<file path="src/common/i2c_slave_cfg.svh">
`ifndef I2C_SLAVE_CFG_SVH
`define I2C_SLAVE_CFG_SVH

// Length of the SCL/SDA glitch filter chain
`define I2C_GLITCH 6

// Clocks from SCL fall to ACK release
`define I2C_ACK_HOLD 6'd8

// General call
`define I2C_GCALL_ADDR 7'h00

// Word FIFO depths
`define RX_FIFO_DEPTH 4
`define TX_FIFO_DEPTH 4

`endif

</file>
<file path="src/common/i2c_slave_pkg.sv">
package i2c_slave_pkg;

	// ---------------------------------------------------------------------
	// Protocol states
	// ---------------------------------------------------------------------
	typedef enum logic [2:0] {
		IDLE  = 3'd0,
		ADDR  = 3'd1,  // Address byte coming in
		DWR   = 3'd2,  // Master writes data
		DRD   = 3'd3,  // Slave sends data
		ACKO  = 3'd4,  // Slave ACK after a data byte
		AACKO = 3'd5,  // Slave ACK after the address byte
		ACKI  = 3'd6   // Master ACK on reads
	} i2c_state_e;

	// ---------------------------------------------------------------------
	// Views of the low shift register byte
	// ---------------------------------------------------------------------
	typedef struct packed {
		logic [6:0] addr;
		logic       rw;    // High for a read
	} i2c_addr_s;

	// Address view in ADDR, data view everywhere else
	typedef union packed {
		logic [7:0] data;
		i2c_addr_s  a;
	} i2c_byte_u;

endpackage

</file>
<file path="src/i2c_slave/i2c_bit_timer.sv">
`timescale 1ns/1ps
`include "i2c_slave_cfg.svh"

module i2c_bit_timer (
	input  logic                      clk,
	input  logic                      rst,
	input  i2c_slave_pkg::i2c_state_e state_i,
	input  logic                      scl_fall_i,
	output logic                      byte_end_o,
	output logic                      word_end_o,
	output logic                      word_first_o,
	output logic                      hold_done_o
);
	logic [2:0] bit_cnt_q;
	logic [1:0] byte_cnt_q;   // Byte inside the 32-bit word
	logic [5:0] hold_cnt_q;
	logic       bit_state_w;
	logic       ack_state_w;

	assign bit_state_w = (state_i == i2c_slave_pkg::ADDR) ||
		(state_i == i2c_slave_pkg::DWR) ||
		(state_i == i2c_slave_pkg::DRD);
	assign ack_state_w = (state_i == i2c_slave_pkg::ACKO) ||
		(state_i == i2c_slave_pkg::AACKO);

	assign byte_end_o   = bit_state_w && scl_fall_i && (bit_cnt_q == 3'd7);
	assign word_end_o   = (byte_cnt_q == 2'd3);
	assign word_first_o = (byte_cnt_q == 2'd0);
	assign hold_done_o  = (hold_cnt_q == `I2C_ACK_HOLD);

	// Bit and byte counters
	always_ff @(posedge clk) begin
		if (rst || state_i == i2c_slave_pkg::IDLE) begin
			bit_cnt_q  <= 3'd0;
			byte_cnt_q <= 2'd0;
		end else begin
			if (bit_state_w && scl_fall_i)
				bit_cnt_q <= bit_cnt_q + 3'd1;
			if (byte_end_o && state_i != i2c_slave_pkg::ADDR)
				byte_cnt_q <= byte_cnt_q + 2'd1;  // Data bytes only
		end
	end

	// ACK hold, started by the ninth SCL fall
	always_ff @(posedge clk) begin
		if (rst)
			hold_cnt_q <= 6'd0;
		else if (ack_state_w && scl_fall_i)
			hold_cnt_q <= 6'd1;
		else if (hold_cnt_q != 6'd0 && !hold_done_o)
			hold_cnt_q <= hold_cnt_q + 6'd1;
		else
			hold_cnt_q <= 6'd0;
	end

endmodule

</file>
<file path="src/i2c_slave/i2c_line_filter.sv">
`timescale 1ns/1ps
`include "i2c_slave_cfg.svh"

module i2c_line_filter (
	input  logic clk,
	input  logic rst,
	input  logic scl_i,
	input  logic sda_i,
	output logic scl_o,
	output logic sda_o,
	output logic start_o,
	output logic stop_o,
	output logic scl_rise_o,
	output logic scl_fall_o
);
	// Index 1 is SCL, index 0 is SDA
	logic [1:0]                   pin_w;
	logic [1:0][`I2C_GLITCH-1:0] chain_q;
	logic [1:0]                   level_q;
	logic [1:0]                   prev_q;

	assign pin_w = {scl_i, sda_i};

	always_ff @(posedge clk) begin
		if (rst) begin
			chain_q <= '1;     // Bus idles high
			level_q <= 2'b11;
			prev_q  <= 2'b11;
		end else begin
			prev_q <= level_q;
			for (int i = 0; i < 2; i++) begin
				chain_q[i] <= {chain_q[i][`I2C_GLITCH-2:0], pin_w[i]};
				// Hysteresis, level moves only when the upper taps agree
				if (&chain_q[i][`I2C_GLITCH-1:2])
					level_q[i] <= 1'b1;
				else if (~|chain_q[i][`I2C_GLITCH-1:2])
					level_q[i] <= 1'b0;
			end
		end
	end

	assign scl_o = level_q[1];
	assign sda_o = level_q[0];

	// Bus events, one clock after the filtered levels move
	always_ff @(posedge clk) begin
		if (rst) begin
			start_o    <= 1'b0;
			stop_o     <= 1'b0;
			scl_rise_o <= 1'b0;
			scl_fall_o <= 1'b0;
		end else begin
			start_o    <= prev_q[1] && prev_q[0] && level_q[1] && !level_q[0];
			stop_o     <= prev_q[1] && !prev_q[0] && level_q[1] && level_q[0];
			scl_rise_o <= !prev_q[1] && level_q[1];
			scl_fall_o <= prev_q[1] && !level_q[1];
		end
	end

endmodule

</file>
<file path="src/i2c_slave/i2c_shift_reg.sv">
`timescale 1ns/1ps
`include "i2c_slave_cfg.svh"

module i2c_shift_reg (
	input  logic                      clk,
	input  logic                      rst,
	input  i2c_slave_pkg::i2c_state_e state_i,
	input  logic                      shift_in_i,
	input  logic                      shift_out_i,
	input  logic                      load_word_i,
	input  logic                      sda_i,
	input  logic [31:0]               tx_word_i,
	input  logic [6:0]                slave_addr_i,
	input  logic                      ack_drive_i,
	input  logic                      ack_accept_i,
	input  logic                      release_i,
	output logic [31:0]               word_o,
	output i2c_slave_pkg::i2c_byte_u  byte_o,
	output logic                      addr_hit_o,
	output logic                      sda_oe_o,
	output logic                      collision_o
);
	logic [31:0] word_q;

	// ---------------------------------------------------------------------
	// Word shifter, MSB first in both directions
	// ---------------------------------------------------------------------
	always_ff @(posedge clk) begin
		if (load_word_i)
			word_q <= tx_word_i;
		else if (shift_out_i)
			word_q <= {word_q[30:0], 1'b0};
		else if (shift_in_i)
			word_q <= {word_q[30:0], sda_i};
	end

	assign word_o      = word_q;
	assign byte_o.data = word_q[7:0];

	// Own address or general call
	assign addr_hit_o = (byte_o.a.addr == slave_addr_i) ||
		(byte_o.a.addr == `I2C_GCALL_ADDR);

	// ---------------------------------------------------------------------
	// SDA pull-down enable
	// ---------------------------------------------------------------------
	always_ff @(posedge clk) begin
		if (rst)
			sda_oe_o <= 1'b0;
		else if (release_i || state_i == i2c_slave_pkg::IDLE)
			sda_oe_o <= 1'b0;
		else if (ack_drive_i)
			sda_oe_o <= 1'b1;            // ACK low
		else if (ack_accept_i)
			sda_oe_o <= !word_q[31];     // Pull only for a zero bit
	end

	// Released line read back low means another master drove it
	assign collision_o = shift_out_i && (sda_i != !sda_oe_o);

endmodule

</file>
<file path="src/i2c_slave/i2c_slave_fsm.sv">
`timescale 1ns/1ps

module i2c_slave_fsm (
	input  logic                      clk,
	input  logic                      rst,
	input  logic                      start_i,
	input  logic                      stop_i,
	input  logic                      scl_rise_i,
	input  logic                      scl_fall_i,
	input  logic                      sda_i,
	input  logic                      byte_end_i,
	input  logic                      word_end_i,
	input  logic                      word_first_i,
	input  logic                      hold_done_i,
	input  i2c_slave_pkg::i2c_byte_u  byte_i,
	input  logic                      addr_hit_i,
	input  logic                      collision_i,
	input  logic                      rx_full_i,
	input  logic                      tx_empty_i,
	output i2c_slave_pkg::i2c_state_e state_o,
	output logic                      shift_in_o,
	output logic                      shift_out_o,
	output logic                      load_word_o,
	output logic                      push_o,
	output logic                      ack_drive_o,
	output logic                      ack_accept_o,
	output logic                      release_o,
	output logic                      wr_done_o,
	output logic                      rd_done_o,
	output logic                      rd_err_o
);
	i2c_slave_pkg::i2c_state_e state_q;
	i2c_slave_pkg::i2c_state_e state_d;
	logic start_seen_q;  // START seen, first SCL fall still to come
	logic rw_q;
	logic addr_ok_q;     // Address was ACKed
	logic addr_end_w;
	logic accept_w;
	logic rd_go_w;
	logic nack_w;

	assign state_o    = state_q;
	assign addr_end_w = (state_q == i2c_slave_pkg::ADDR) && byte_end_i;

	// Back-pressure is decided here, once per transfer
	assign accept_w = addr_hit_i && (byte_i.a.rw ? !tx_empty_i : !rx_full_i);
	assign rd_go_w  = (state_q == i2c_slave_pkg::AACKO) && hold_done_i && addr_ok_q && rw_q;
	assign nack_w   = (state_q == i2c_slave_pkg::ACKI) && scl_rise_i && sda_i;

	// ---------------------------------------------------------------------
	// Next state
	// ---------------------------------------------------------------------
	always_comb begin
		state_d = state_q;
		case (state_q)
			i2c_slave_pkg::IDLE:
				if (start_seen_q && scl_fall_i)
					state_d = i2c_slave_pkg::ADDR;
			i2c_slave_pkg::ADDR:
				if (byte_end_i)
					state_d = i2c_slave_pkg::AACKO;
			i2c_slave_pkg::AACKO:
				if (hold_done_i) begin
					if (!addr_ok_q)
						state_d = i2c_slave_pkg::IDLE;
					else if (rw_q)
						state_d = i2c_slave_pkg::DRD;
					else
						state_d = i2c_slave_pkg::DWR;
				end
			i2c_slave_pkg::DWR:
				if (byte_end_i)
					state_d = i2c_slave_pkg::ACKO;
			i2c_slave_pkg::ACKO:
				if (hold_done_i)
					state_d = i2c_slave_pkg::DWR;
			i2c_slave_pkg::DRD:
				if (collision_i)
					state_d = i2c_slave_pkg::IDLE;  // Lost the bus
				else if (byte_end_i)
					state_d = i2c_slave_pkg::ACKI;
			i2c_slave_pkg::ACKI:
				if (nack_w)
					state_d = i2c_slave_pkg::IDLE;
				else if (scl_fall_i)
					state_d = i2c_slave_pkg::DRD;
			default:
				state_d = i2c_slave_pkg::IDLE;
		endcase
		if (start_i || stop_i)
			state_d = i2c_slave_pkg::IDLE;
	end

	always_ff @(posedge clk) begin
		if (rst) begin
			state_q      <= i2c_slave_pkg::IDLE;
			start_seen_q <= 1'b0;
			rw_q         <= 1'b0;
			addr_ok_q    <= 1'b0;
		end else begin
			state_q <= state_d;
			if (start_i)
				start_seen_q <= 1'b1;
			else if (scl_fall_i)
				start_seen_q <= 1'b0;
			if (addr_end_w) begin
				rw_q      <= byte_i.a.rw;
				addr_ok_q <= accept_w;
			end
		end
	end

	// ---------------------------------------------------------------------
	// Datapath strobes
	// ---------------------------------------------------------------------
	assign shift_in_o  = scl_rise_i && (state_q == i2c_slave_pkg::ADDR ||
		state_q == i2c_slave_pkg::DWR);
	assign shift_out_o = scl_rise_i && (state_q == i2c_slave_pkg::DRD);

	// First word on the read address, next one after the fourth ACKed byte
	assign load_word_o = (addr_end_w && accept_w && byte_i.a.rw) ||
		((state_q == i2c_slave_pkg::ACKI) && scl_rise_i && !sda_i && word_first_i);

	assign ack_drive_o = (addr_end_w && accept_w) ||
		((state_q == i2c_slave_pkg::DWR) && byte_end_i);

	// Put the next read bit on SDA while SCL is low
	assign ack_accept_o = rd_go_w ||
		((state_q == i2c_slave_pkg::DRD) && scl_fall_i && !byte_end_i) ||
		((state_q == i2c_slave_pkg::ACKI) && scl_fall_i);

	assign release_o = ((state_q == i2c_slave_pkg::AACKO) && hold_done_i && !rd_go_w) ||
		((state_q == i2c_slave_pkg::ACKO) && hold_done_i) ||
		((state_q == i2c_slave_pkg::DRD) && byte_end_i) ||
		collision_i;

	// ---------------------------------------------------------------------
	// Registered pulses
	// ---------------------------------------------------------------------
	always_ff @(posedge clk) begin
		if (rst) begin
			push_o    <= 1'b0;
			wr_done_o <= 1'b0;
			rd_done_o <= 1'b0;
			rd_err_o  <= 1'b0;
		end else begin
			push_o    <= (state_q == i2c_slave_pkg::DWR) && byte_end_i && word_end_i;
			wr_done_o <= (state_q == i2c_slave_pkg::DWR) && (start_i || stop_i);
			rd_done_o <= nack_w;
			rd_err_o  <= collision_i;
		end
	end

endmodule

</file>
<file path="src/rtl/i2c_slave_top.sv">
`timescale 1ns/1ps
`include "i2c_slave_cfg.svh"

module i2c_slave_top (
	input  logic        clk,
	input  logic        rst,
	input  logic        scl_i,
	input  logic        sda_i,
	input  logic [6:0]  slave_addr_i,
	input  logic        rx_pop_i,
	input  logic        tx_push_i,
	input  logic [31:0] tx_data_i,
	output logic        sda_oe_o,
	output logic [31:0] rx_data_o,
	output logic        rx_empty_o,
	output logic        tx_full_o,
	output logic        wr_done_o,
	output logic        rd_done_o,
	output logic        rd_err_o
);
	logic                      sda_w;
	logic                      start_w;
	logic                      stop_w;
	logic                      scl_rise_w;
	logic                      scl_fall_w;
	i2c_slave_pkg::i2c_state_e state_w;
	logic                      byte_end_w;
	logic                      word_end_w;
	logic                      word_first_w;
	logic                      hold_done_w;
	i2c_slave_pkg::i2c_byte_u  byte_w;
	logic                      addr_hit_w;
	logic                      collision_w;
	logic                      shift_in_w;
	logic                      shift_out_w;
	logic                      load_word_w;
	logic                      push_w;
	logic                      ack_drive_w;
	logic                      ack_accept_w;
	logic                      release_w;
	logic [31:0]               word_w;
	logic [31:0]               tx_word_w;
	logic                      rx_full_w;
	logic                      tx_empty_w;

	// SCL level only matters inside the filter, the edges go out
	i2c_line_filter filter_i (
		.clk(clk), .rst(rst), .scl_i(scl_i), .sda_i(sda_i),
		.scl_o(), .sda_o(sda_w), .start_o(start_w), .stop_o(stop_w),
		.scl_rise_o(scl_rise_w), .scl_fall_o(scl_fall_w)
	);

	i2c_bit_timer timer_i (
		.clk(clk), .rst(rst), .state_i(state_w), .scl_fall_i(scl_fall_w),
		.byte_end_o(byte_end_w), .word_end_o(word_end_w),
		.word_first_o(word_first_w), .hold_done_o(hold_done_w)
	);

	i2c_shift_reg shift_i (
		.clk(clk), .rst(rst), .state_i(state_w),
		.shift_in_i(shift_in_w), .shift_out_i(shift_out_w), .load_word_i(load_word_w),
		.sda_i(sda_w), .tx_word_i(tx_word_w), .slave_addr_i(slave_addr_i),
		.ack_drive_i(ack_drive_w), .ack_accept_i(ack_accept_w), .release_i(release_w),
		.word_o(word_w), .byte_o(byte_w), .addr_hit_o(addr_hit_w),
		.sda_oe_o(sda_oe_o), .collision_o(collision_w)
	);

	i2c_slave_fsm fsm_i (
		.clk(clk), .rst(rst), .start_i(start_w), .stop_i(stop_w),
		.scl_rise_i(scl_rise_w), .scl_fall_i(scl_fall_w), .sda_i(sda_w),
		.byte_end_i(byte_end_w), .word_end_i(word_end_w), .word_first_i(word_first_w),
		.hold_done_i(hold_done_w), .byte_i(byte_w), .addr_hit_i(addr_hit_w),
		.collision_i(collision_w), .rx_full_i(rx_full_w), .tx_empty_i(tx_empty_w),
		.state_o(state_w), .shift_in_o(shift_in_w), .shift_out_o(shift_out_w),
		.load_word_o(load_word_w), .push_o(push_w), .ack_drive_o(ack_drive_w),
		.ack_accept_o(ack_accept_w), .release_o(release_w), .wr_done_o(wr_done_o),
		.rd_done_o(rd_done_o), .rd_err_o(rd_err_o)
	);

	// Bus to host
	word_fifo #(.DEPTH(`RX_FIFO_DEPTH)) rx_fifo_i (
		.clk(clk), .rst(rst), .push_i(push_w), .data_i(word_w), .pop_i(rx_pop_i),
		.data_o(rx_data_o), .full_o(rx_full_w), .empty_o(rx_empty_o)
	);

	// Host to bus, popped by each word load
	word_fifo #(.DEPTH(`TX_FIFO_DEPTH)) tx_fifo_i (
		.clk(clk), .rst(rst), .push_i(tx_push_i), .data_i(tx_data_i), .pop_i(load_word_w),
		.data_o(tx_word_w), .full_o(tx_full_o), .empty_o(tx_empty_w)
	);

endmodule

</file>
<file path="src/rtl/word_fifo.sv">
`timescale 1ns/1ps

module word_fifo #(
	parameter int DEPTH = 4
) (
	input  logic        clk,
	input  logic        rst,
	input  logic        push_i,
	input  logic [31:0] data_i,
	input  logic        pop_i,
	output logic [31:0] data_o,
	output logic        full_o,
	output logic        empty_o
);
	localparam int AW = (DEPTH > 1) ? $clog2(DEPTH) : 1;
	localparam int CW = $clog2(DEPTH + 1);

	logic [31:0]   mem_q [DEPTH];
	logic [AW-1:0] wr_ptr_q;
	logic [AW-1:0] rd_ptr_q;
	logic [CW-1:0] count_q;
	logic          do_push_w;
	logic          do_pop_w;

	assign full_o    = (count_q == CW'(DEPTH));
	assign empty_o   = (count_q == '0);
	assign do_push_w = push_i && !full_o;   // Dropped when full
	assign do_pop_w  = pop_i && !empty_o;
	assign data_o    = mem_q[rd_ptr_q];     // Head, valid while not empty

	always_ff @(posedge clk) begin
		if (do_push_w)
			mem_q[wr_ptr_q] <= data_i;
	end

	// ---------------------------------------------------------------------
	// Pointers and occupancy
	// ---------------------------------------------------------------------
	always_ff @(posedge clk) begin
		if (rst) begin
			wr_ptr_q <= '0;
			rd_ptr_q <= '0;
			count_q  <= '0;
		end else begin
			if (do_push_w)
				wr_ptr_q <= (wr_ptr_q == AW'(DEPTH - 1)) ? '0 : wr_ptr_q + 1'b1;
			if (do_pop_w)
				rd_ptr_q <= (rd_ptr_q == AW'(DEPTH - 1)) ? '0 : rd_ptr_q + 1'b1;
			case ({do_push_w, do_pop_w})
				2'b10:   count_q <= count_q + 1'b1;
				2'b01:   count_q <= count_q - 1'b1;
				default: count_q <= count_q;
			endcase
		end
	end

endmodule

</file>
<file path="config.mk">
export PLATFORM = sky130hd
export DESIGN_NAME = i2c_slave_top
export DESIGN_NICKNAME = d
export VERILOG_FILES = /design/src/common/i2c_slave_pkg.sv /design/src/i2c_slave/i2c_bit_timer.sv /design/src/i2c_slave/i2c_line_filter.sv /design/src/i2c_slave/i2c_shift_reg.sv /design/src/i2c_slave/i2c_slave_fsm.sv /design/src/rtl/i2c_slave_top.sv /design/src/rtl/word_fifo.sv
export VERILOG_INCLUDE_DIRS = /design/src /design/src/common
export SDC_FILE = /design/constraint.sdc
export NUM_CORES = 1
export LEC_CHECK = 0
export BUFFER_PORTS_ARGS = -buffer_cell sky130_fd_sc_hd__buf_4
export CORE_ASPECT_RATIO = 2
export CORE_MARGIN = 8
export CORE_UTILIZATION = 60
export CTS_CLUSTER_SIZE = 30
export DETAILED_ROUTE_END_ITERATION = 6
export GPL_TIMING_DRIVEN = 0
export PLACE_DENSITY = 0.79
export SETUP_SLACK_MARGIN = 0.3
export SYNTH_ARGS = -nofsm -noshare
export SYNTH_HDL_FRONTEND = slang
export SYNTH_HIERARCHICAL = 1
export SYNTH_SLANG_ARGS = --single-unit
</file>
<file path="constraint.sdc">
create_clock -name clk -period 4 [get_ports clk]
set_clock_uncertainty 0.2 [all_clocks]
set_input_delay 0.2 -clock clk [delete_from_list [all_inputs] [get_ports clk]]
set_output_delay 0.2 -clock clk [all_outputs]
set_load 0.02 [all_outputs]
</file>
=== After elaboration in Yosys (flattened, before gate mapping) ===
Memory sizes are Yosys's and may differ from the RTL's. A register that Yosys moved wholly into a read port is not among the register bits.
Cells that the tools add are included.

* Register bits: 88
* Memory bits (writable): 256
* Memories: 2
* Word-level logic and storage cells: 197

* Mux-type cells: 36
* Equal/unequal tests: 29
* Bitwise gates (word level): 1
* Add/subtract/negate cells: 11
* Reductions and logical operators: 89

{| class="wikitable"
|+ Memories
! name !! words !! width !! read ports !! clocked after Yosys merged registers in !! write ports !! line !! text
|-
| rx_fifo_i.mem_q || 4 || 32 || 1 || 1 || 1 || word_fifo.sv:18 || <nowiki>logic [31:0] mem_q [DEPTH];</nowiki>
|-
| tx_fifo_i.mem_q || 4 || 32 || 1 || 1 || 1 || word_fifo.sv:18 ||
|}

{| class="wikitable"
|+ Operators with widths
! operator !! count
|-
| $mux W32 || 3
|-
| $logic_and A1 B1 Y1 || 41
|-
| $mux W3 || 10
|-
| $pmux W3 S7 || 1
|-
| $eq A3 B3 Y1 const B || 6
|-
| $mux W2 || 8
|-
| $eq A2 B2 Y1 const B || 7
|-
| $logic_or A1 B1 Y1 || 14
|-
| $logic_not A1 Y1 || 13
|-
| $mux W1 || 12
|-
| $pmux W3 S2 || 2
|-
| $add A2 B1 Y2 const B || 5
|-
| $ne A2 B1 Y1 const B || 5
|-
| $add A3 B1 Y3 const B || 3
|-
| $logic_not A3 Y1 || 3
|-
| $reduce_and A4 Y1 || 2
|-
| $reduce_bool A2 Y1 || 4
|-
| $reduce_or A2 Y1 || 4
|-
| $reduce_or A4 Y1 || 2
|-
| $eq A7 B7 Y1 || 1
|-
| $logic_not A7 Y1 || 1
|-
| $reduce_and A7 Y1 || 1
|-
| $add A6 B1 Y6 const B || 1
|-
| $eq A3 B2 Y1 const B || 2
|-
| other kinds (12) || 15
|}

=== Logic depth before layout (Yosys ltp) ===
* Depth in word-level cells: 12
* Mapped depth: 14
* Gate-level depth less buffers: 14

=== Cells and area by module ===
The synthesis kept the hierarchy.

{| class="wikitable"
|+ Modules (own cells, without submodules)
! module !! cells an instance !! instances !! seq. area each (µm²) !! area each (µm²)
|-
| word_fifo || 221 || 2 || 4,023.9 || 5,102.4
|-
| i2c_shift_reg || 99 || 1 || 980.9 || 1,731.7
|-
| i2c_slave_fsm || 77 || 1 || 200.2 || 618.1
|-
| i2c_line_filter || 47 || 1 || 400.4 || 604.3
|-
| i2c_bit_timer || 63 || 1 || 220.2 || 556.8
|}

=== Worst setup path after synthesis ===
No wires, ideal clock.

* Path kind: reg-to-reg
* Start: reg fsm_i.state_q[1], in the netlist fsm_i/state_o[1]
* End: reg tx_fifo_i.count_q[2]
* Path slack: 0.914 ns
* Cell stages (with the launch flop): 14
* Period minus slack after synthesis: 3.086 ns
* Buffers on the path: 0
* Library setup time: 0.070 ns
* Arrival time: 2.816 ns
* Path through: dfxtp_1 -> or2_2 -> and3_1 -> and3b_1 -> nand3_1 -> o31ai_1 -> o31ai_1 -> inv_1 -> ha_1 -> inv_1 -> fa_1 -> xor2_1 -> or3_2 -> a21oi_1

* Word-level cells in the longest chain between the ends: 12

{| class="wikitable"
|+ Ends and longest elaborated chain
! item !! line !! text
|-
| from (decl) || i2c_slave_fsm.sv:32 || <nowiki>i2c_slave_pkg::i2c_state_e state_q;</nowiki>
|-
| from (signal assigned) || i2c_slave_fsm.sv:96 || <nowiki>state_q <= i2c_slave_pkg::IDLE;</nowiki>
|-
| from (signal assigned) || i2c_slave_fsm.sv:101 || <nowiki>state_q <= state_d;</nowiki>
|-
| $eq A3 B1 Y1 / $eq A3 B2 Y1 (equally long branches) || i2c_bit_timer.sv:20, i2c_bit_timer.sv:21 ||
|-
| $logic_or A1 B1 Y1 || i2c_bit_timer.sv:20 || <nowiki>assign bit_state_w = (state_i == i2c_slave_pkg::ADDR) ||</nowiki>
|-
| $logic_or A1 B1 Y1 * || i2c_bit_timer.sv:21 || <nowiki>(state_i == i2c_slave_pkg::DWR) ||</nowiki>
|-
| $logic_and A1 B1 Y1 * (2 in a row) || i2c_bit_timer.sv:26 || <nowiki>assign byte_end_o = bit_state_w && scl_fall_i && (bit_cnt_q == 3'd7);</nowiki>
|-
| net byte_end_w || i2c_slave_top.sv:27 || <nowiki>logic byte_end_w;</nowiki>
|-
| $logic_and A1 B1 Y1 * || i2c_slave_fsm.sv:43 || <nowiki>assign addr_end_w = (state_q == i2c_slave_pkg::ADDR) && byte_end_i;</nowiki>
|-
| $logic_and A1 B1 Y1 * (2 in a row) || i2c_slave_fsm.sv:121 || <nowiki>assign load_word_o = (addr_end_w && accept_w && byte_i.a.rw) ||</nowiki>
|-
| $logic_or A1 B1 Y1 * || i2c_slave_fsm.sv:121 ||
|-
| net load_word_w || i2c_slave_top.sv:36 || <nowiki>logic load_word_w;</nowiki>
|-
| $logic_and A1 B1 Y1 * || word_fifo.sv:28 || <nowiki>assign do_pop_w = pop_i && !empty_o;</nowiki>
|-
| net tx_fifo_i.do_pop_w || word_fifo.sv:23 || <nowiki>logic do_pop_w;</nowiki>
|-
| $eq A2 B1 Y1 / $eq A2 B2 Y1 (equally long branches) || word_fifo.sv:49 || <nowiki>case ({do_push_w, do_pop_w})</nowiki>
|-
| $pmux W3 S2 / $reduce_bool A2 Y1 (equally long branches) || -- ||
|-
| to (signal assigned) || word_fifo.sv:50 || <nowiki>2'b10: count_q <= count_q + 1'b1;</nowiki>
|-
| to (signal assigned) || word_fifo.sv:51 || <nowiki>2'b01: count_q <= count_q - 1'b1;</nowiki>
|-
| to (signal assigned) || word_fifo.sv:52 || <nowiki>default: count_q <= count_q;</nowiki>
|-
| to (decl) || word_fifo.sv:21 || <nowiki>logic [CW-1:0] count_q;</nowiki>
|}

The timed path passes the listed nets; every way through them passes the cells marked *.
A chain may end at the register's enable or synchronous reset.

=== Worst setup path in the final report ===
* Start: reg shift_i.word_q[4], in the netlist shift_i/word_o[4]
* End: reg tx_fifo_i.count_q[2]

* Word-level cells in the longest chain between the ends: 9

{| class="wikitable"
|+ Ends and longest elaborated chain
! item !! line !! text
|-
| from (decl) || i2c_shift_reg.sv:23 || <nowiki>logic [31:0] word_q;</nowiki>
|-
| from (signal assigned) || i2c_shift_reg.sv:30 || <nowiki>word_q <= tx_word_i;</nowiki>
|-
| from (signal assigned) || i2c_shift_reg.sv:32 || <nowiki>word_q <= {word_q[30:0], 1'b0};</nowiki>
|-
| from (signal assigned) || i2c_shift_reg.sv:34 || <nowiki>word_q <= {word_q[30:0], sda_i};</nowiki>
|-
| $eq A7 B7 Y1 / $logic_not A7 Y1 (equally long branches) || -- ||
|-
| $logic_or A1 B1 Y1 * || i2c_shift_reg.sv:41 || <nowiki>assign addr_hit_o = (byte_o.a.addr == slave_addr_i) ||</nowiki>
|-
| net addr_hit_w || i2c_slave_top.sv:32 || <nowiki>logic addr_hit_w;</nowiki>
|-
| $logic_and A1 B1 Y1 * || i2c_slave_fsm.sv:46 || <nowiki>assign accept_w = addr_hit_i && (byte_i.a.rw ? !tx_empty_i : !rx_full_i);</nowiki>
|-
| $logic_and A1 B1 Y1 * (2 in a row) || i2c_slave_fsm.sv:121 ||
|-
| $logic_or A1 B1 Y1 * || i2c_slave_fsm.sv:121 ||
|-
| net load_word_w || i2c_slave_top.sv:36 ||
|-
| $logic_and A1 B1 Y1 * || word_fifo.sv:28 ||
|-
| net tx_fifo_i.do_pop_w || word_fifo.sv:23 ||
|-
| $eq A2 B1 Y1 / $eq A2 B2 Y1 (equally long branches) || word_fifo.sv:49 ||
|-
| $pmux W3 S2 / $reduce_bool A2 Y1 (equally long branches) || -- ||
|}

Marks and branches as above.

==> flow_summary.ini <==
[clock_network]
cts_buffers = 27
cts.sinks = 348
clockBufferDepth = 3
path_clk_slew_ns = 0.07
clkLatencyLatePin_ns = 0.55
root_buffer = clkbuf_16
h-tree-depth = 1
cts_tree = yes

[cells_and_area]
nets = 944
area.growth.synth_to_final_pct = 17.4
drive_gt1_frac = 0.318
antenna_cells = 0

[logic_synthesis]
ys_async_sr_fraction = 0
ys_seq_area_frac = 0.718
synth_edf_count = 288
syn-cell-area_sq_um = 13700
netlist_instances = 728
synth_ff_type = edfxtp_1
yosysWarnings = 6
synth_seq_cells = 348
synth_cell_types = 62
syn_avg_cell_area_sq_um = 18.8
synth_nets = 793

[outcome]
status = finished, final reports clean

[drt]
wl_met1_um = 9080
met2WireLength_um = 15100
vias = 6954
top_layer = met4
antenna_left = 0
drc = 0
avgRoutedWirePerCell_um = 22.0
wl_met3_um = 1030
finalWirelength_um = 26000
vias_per_cell = 5.89
drtIter0Drc = 388
first_pass_iters = 5

[power_and_ir_drop]
power_density_nw_per_um2 = 443
p_leak_nw = 5.51
ir_drop_mv = 0.358
power.total_mw = 7.13

[placement]
routabilityCongestion = 0.885
place_ws_ns = 0.263
place_hpwl_um = 17500
portBuffers = 82

[critical_path]
arrival_ns = 3.79
worst-path-max-fanout = 4
worstSetupStartpointType = flip-flop
worst-setup-path-type = flip-flop to flip-flop
crit_path_end_kind = flip-flop
cp.required_ns = 4.27

[min_path]
hp-class = primary input to flip-flop

[floorplanning]
chipHeight_um = 230
rows = 78
die_w_um = 123
initial_core_util = 0.608
pin_count = 83
core_area_sq_um = 22500
fp.dieArea_sq_um = 28200

[timing]
slew_violations = 0
clock.fmax_ghz = 0.284
worst_pin_slew_ns = 0.911
hold_viol_final = 0
period_share = 0.879
relSlewSlack = 0.392
finalSetupViolations = 0
fin_setup_tns_ns = 0
rsz0062_at_grt = false
worst_slack_ns = 0.485
fin_crit_ns = 3.52

[grt]
grt-ovfl-total = 0
grt_pass1_vias = 7679
gr-usage-all-layers = 0.188
grt_pass1_wl_um = 40600
grt_max_degree = 33
grt_antenna_before_repair = 0

[run]
drv_cap = 0
## worst max-delay path, cell delays in order (launching register included)
cell and delay [ns]:
edfxtp_1 0.47, xnor2_1 0.23, nand4_1 0.17, o41ai_4 0.30, buf_4 0.19, nand3_1 0.10
o31ai_2 0.15, o31ai_2 0.19, inv_1 0.11, ha_1 0.18, inv_1 0.06, fa_1 0.37
xor2_1 0.15, or3_2 0.41, a21oi_1 0.17
## worst paths after layout
| check | startpoint | end | slack [ns] | depth (start not counted) |
|---|---|---|---|---|
| hold reg to reg | filter_i/chain_q[0] | filter_i/chain_q[1] | 0.22 | 1 |
| setup reg to reg | shift_i/word_o[4] | tx_fifo_i/count_q[2] | 0.48 | 14 |
| hold / removal | tx_data_i[0] | tx_fifo_i/mem_q[2][0] | 0.20 | 2 |
| setup / recovery | shift_i/word_o[4] | tx_fifo_i/count_q[2] | 0.48 | 14 |
## cells in the mapped netlist, types with 7 or more instances
master / n / share of area
mux2i_1: 7 / 0.0051
or2_2: 7 / 0.0032
or2_1: 9 / 0.0041
mux2_4: 29 / 0.032
a21oi_1: 17 / 0.0062
nand3_1: 12 / 0.0044
inv_1: 26 / 0.0071
xor2_1: 8 / 0.0051
nor2b_1: 7 / 0.0032
nor3_1: 9 / 0.0033
xnor2_1: 9 / 0.0057
nand2_1: 12 / 0.0033
edfxtp_1: 288 / 0.63
o21ai_0: 11 / 0.0040
ha_1: 18 / 0.016
buf_4: 15 / 0.0082
mux4_2: 64 / 0.11
dfxtp_1: 60 / 0.088
nor2_1: 24 / 0.0066
## layout by cell type, fill, tap and decap left out, drive strengths merged, types with 12 or more instances in the layout
cell,n
a21oi,17
buf,115
clkbuf,37
dfxtp,60
dlygate4sd3,39
edfxtp,288
ha,18
inv,28
mux2,31
mux4,64
nand2,12
nand3,13
nor2,24
o21ai,14
or2,16
## where the power goes
group,internal [mW],switching [mW]
clock network,1.70,1.20
registers,3.96,0.0273
logic,0.117,0.126
## sequential cells by signal, indices dropped and copies added (netlist names), 3 cells and up, named ones only
name	count
tx_fifo_i/mem_q	128
timer_i/bit_cnt_q	3
timer_i/hold_cnt_q	6
rx_fifo_i/mem_q	128
rx_fifo_i/count_q	3
fsm_i/state_o	3
filter_i/chain_q	12
shift_i/word_o	32
tx_fifo_i/count_q	3
## metal layers
layer  global-route usage  vias up
met5                    0        -
met4               0.0786        0
met3               0.0243       58
met2                0.359      204
met1                0.196     3547
li1                     -     3145
## logic make-up after synthesis
kind of cell,Yosys count,synth area share
AOI/OAI and AO/OA,52,0.0258
xor gates and xnor gates,17,0.0109
adders and majority gates,20,0.0193
buffers and inverters,61,0.0269
DFF,348,0.718
muxes,102,0.144
and+or+nand+nor,128,0.0554
## per-stage QoR
| stage | hold slack [ns] | cell area, sq um | std cells | utilization |
|---|---|---|---|---|
| after CTS | 0.181 | 16100 | 1179 | 0.713 |
| after floorplan | 0.0981 | 13700 | 728 | - |
| after global routing | 0.190 | 16100 | 1180 | 0.714 |
| final | 0.197 | 16100 | 1180 | 0.714 |
| after detailed placement | 0.190 | 14700 | 1090 | 0.651 |
| after global placement | 0.187 | 14700 | 1090 | 0.651 |
## layout make-up
cell class	count	area, sq um
multi-input cells	319	3520
clock inverters	16	216
repair buffers	122	1010
plain buffers	35	272
flip-flops and latches	348	9850
fillers	1333	6450
inverters	26	97.6
clock buffers	34	772
well taps	280	350
## timing repair
| action | in CTS | in global routing |
|---|---|---|
| hold buffers | 39 | 0 |
| setup endpoints to repair | 1 | 1 |
| pin swaps | 0 | 1 |
| resized for setup | 2 | 3 |
| cloned | 0 | 0 |
| endpoints found under the hold margin | 164 | 0 |
| setup buffers | 0 | 1 |
(Power assumes the default switching activity.)
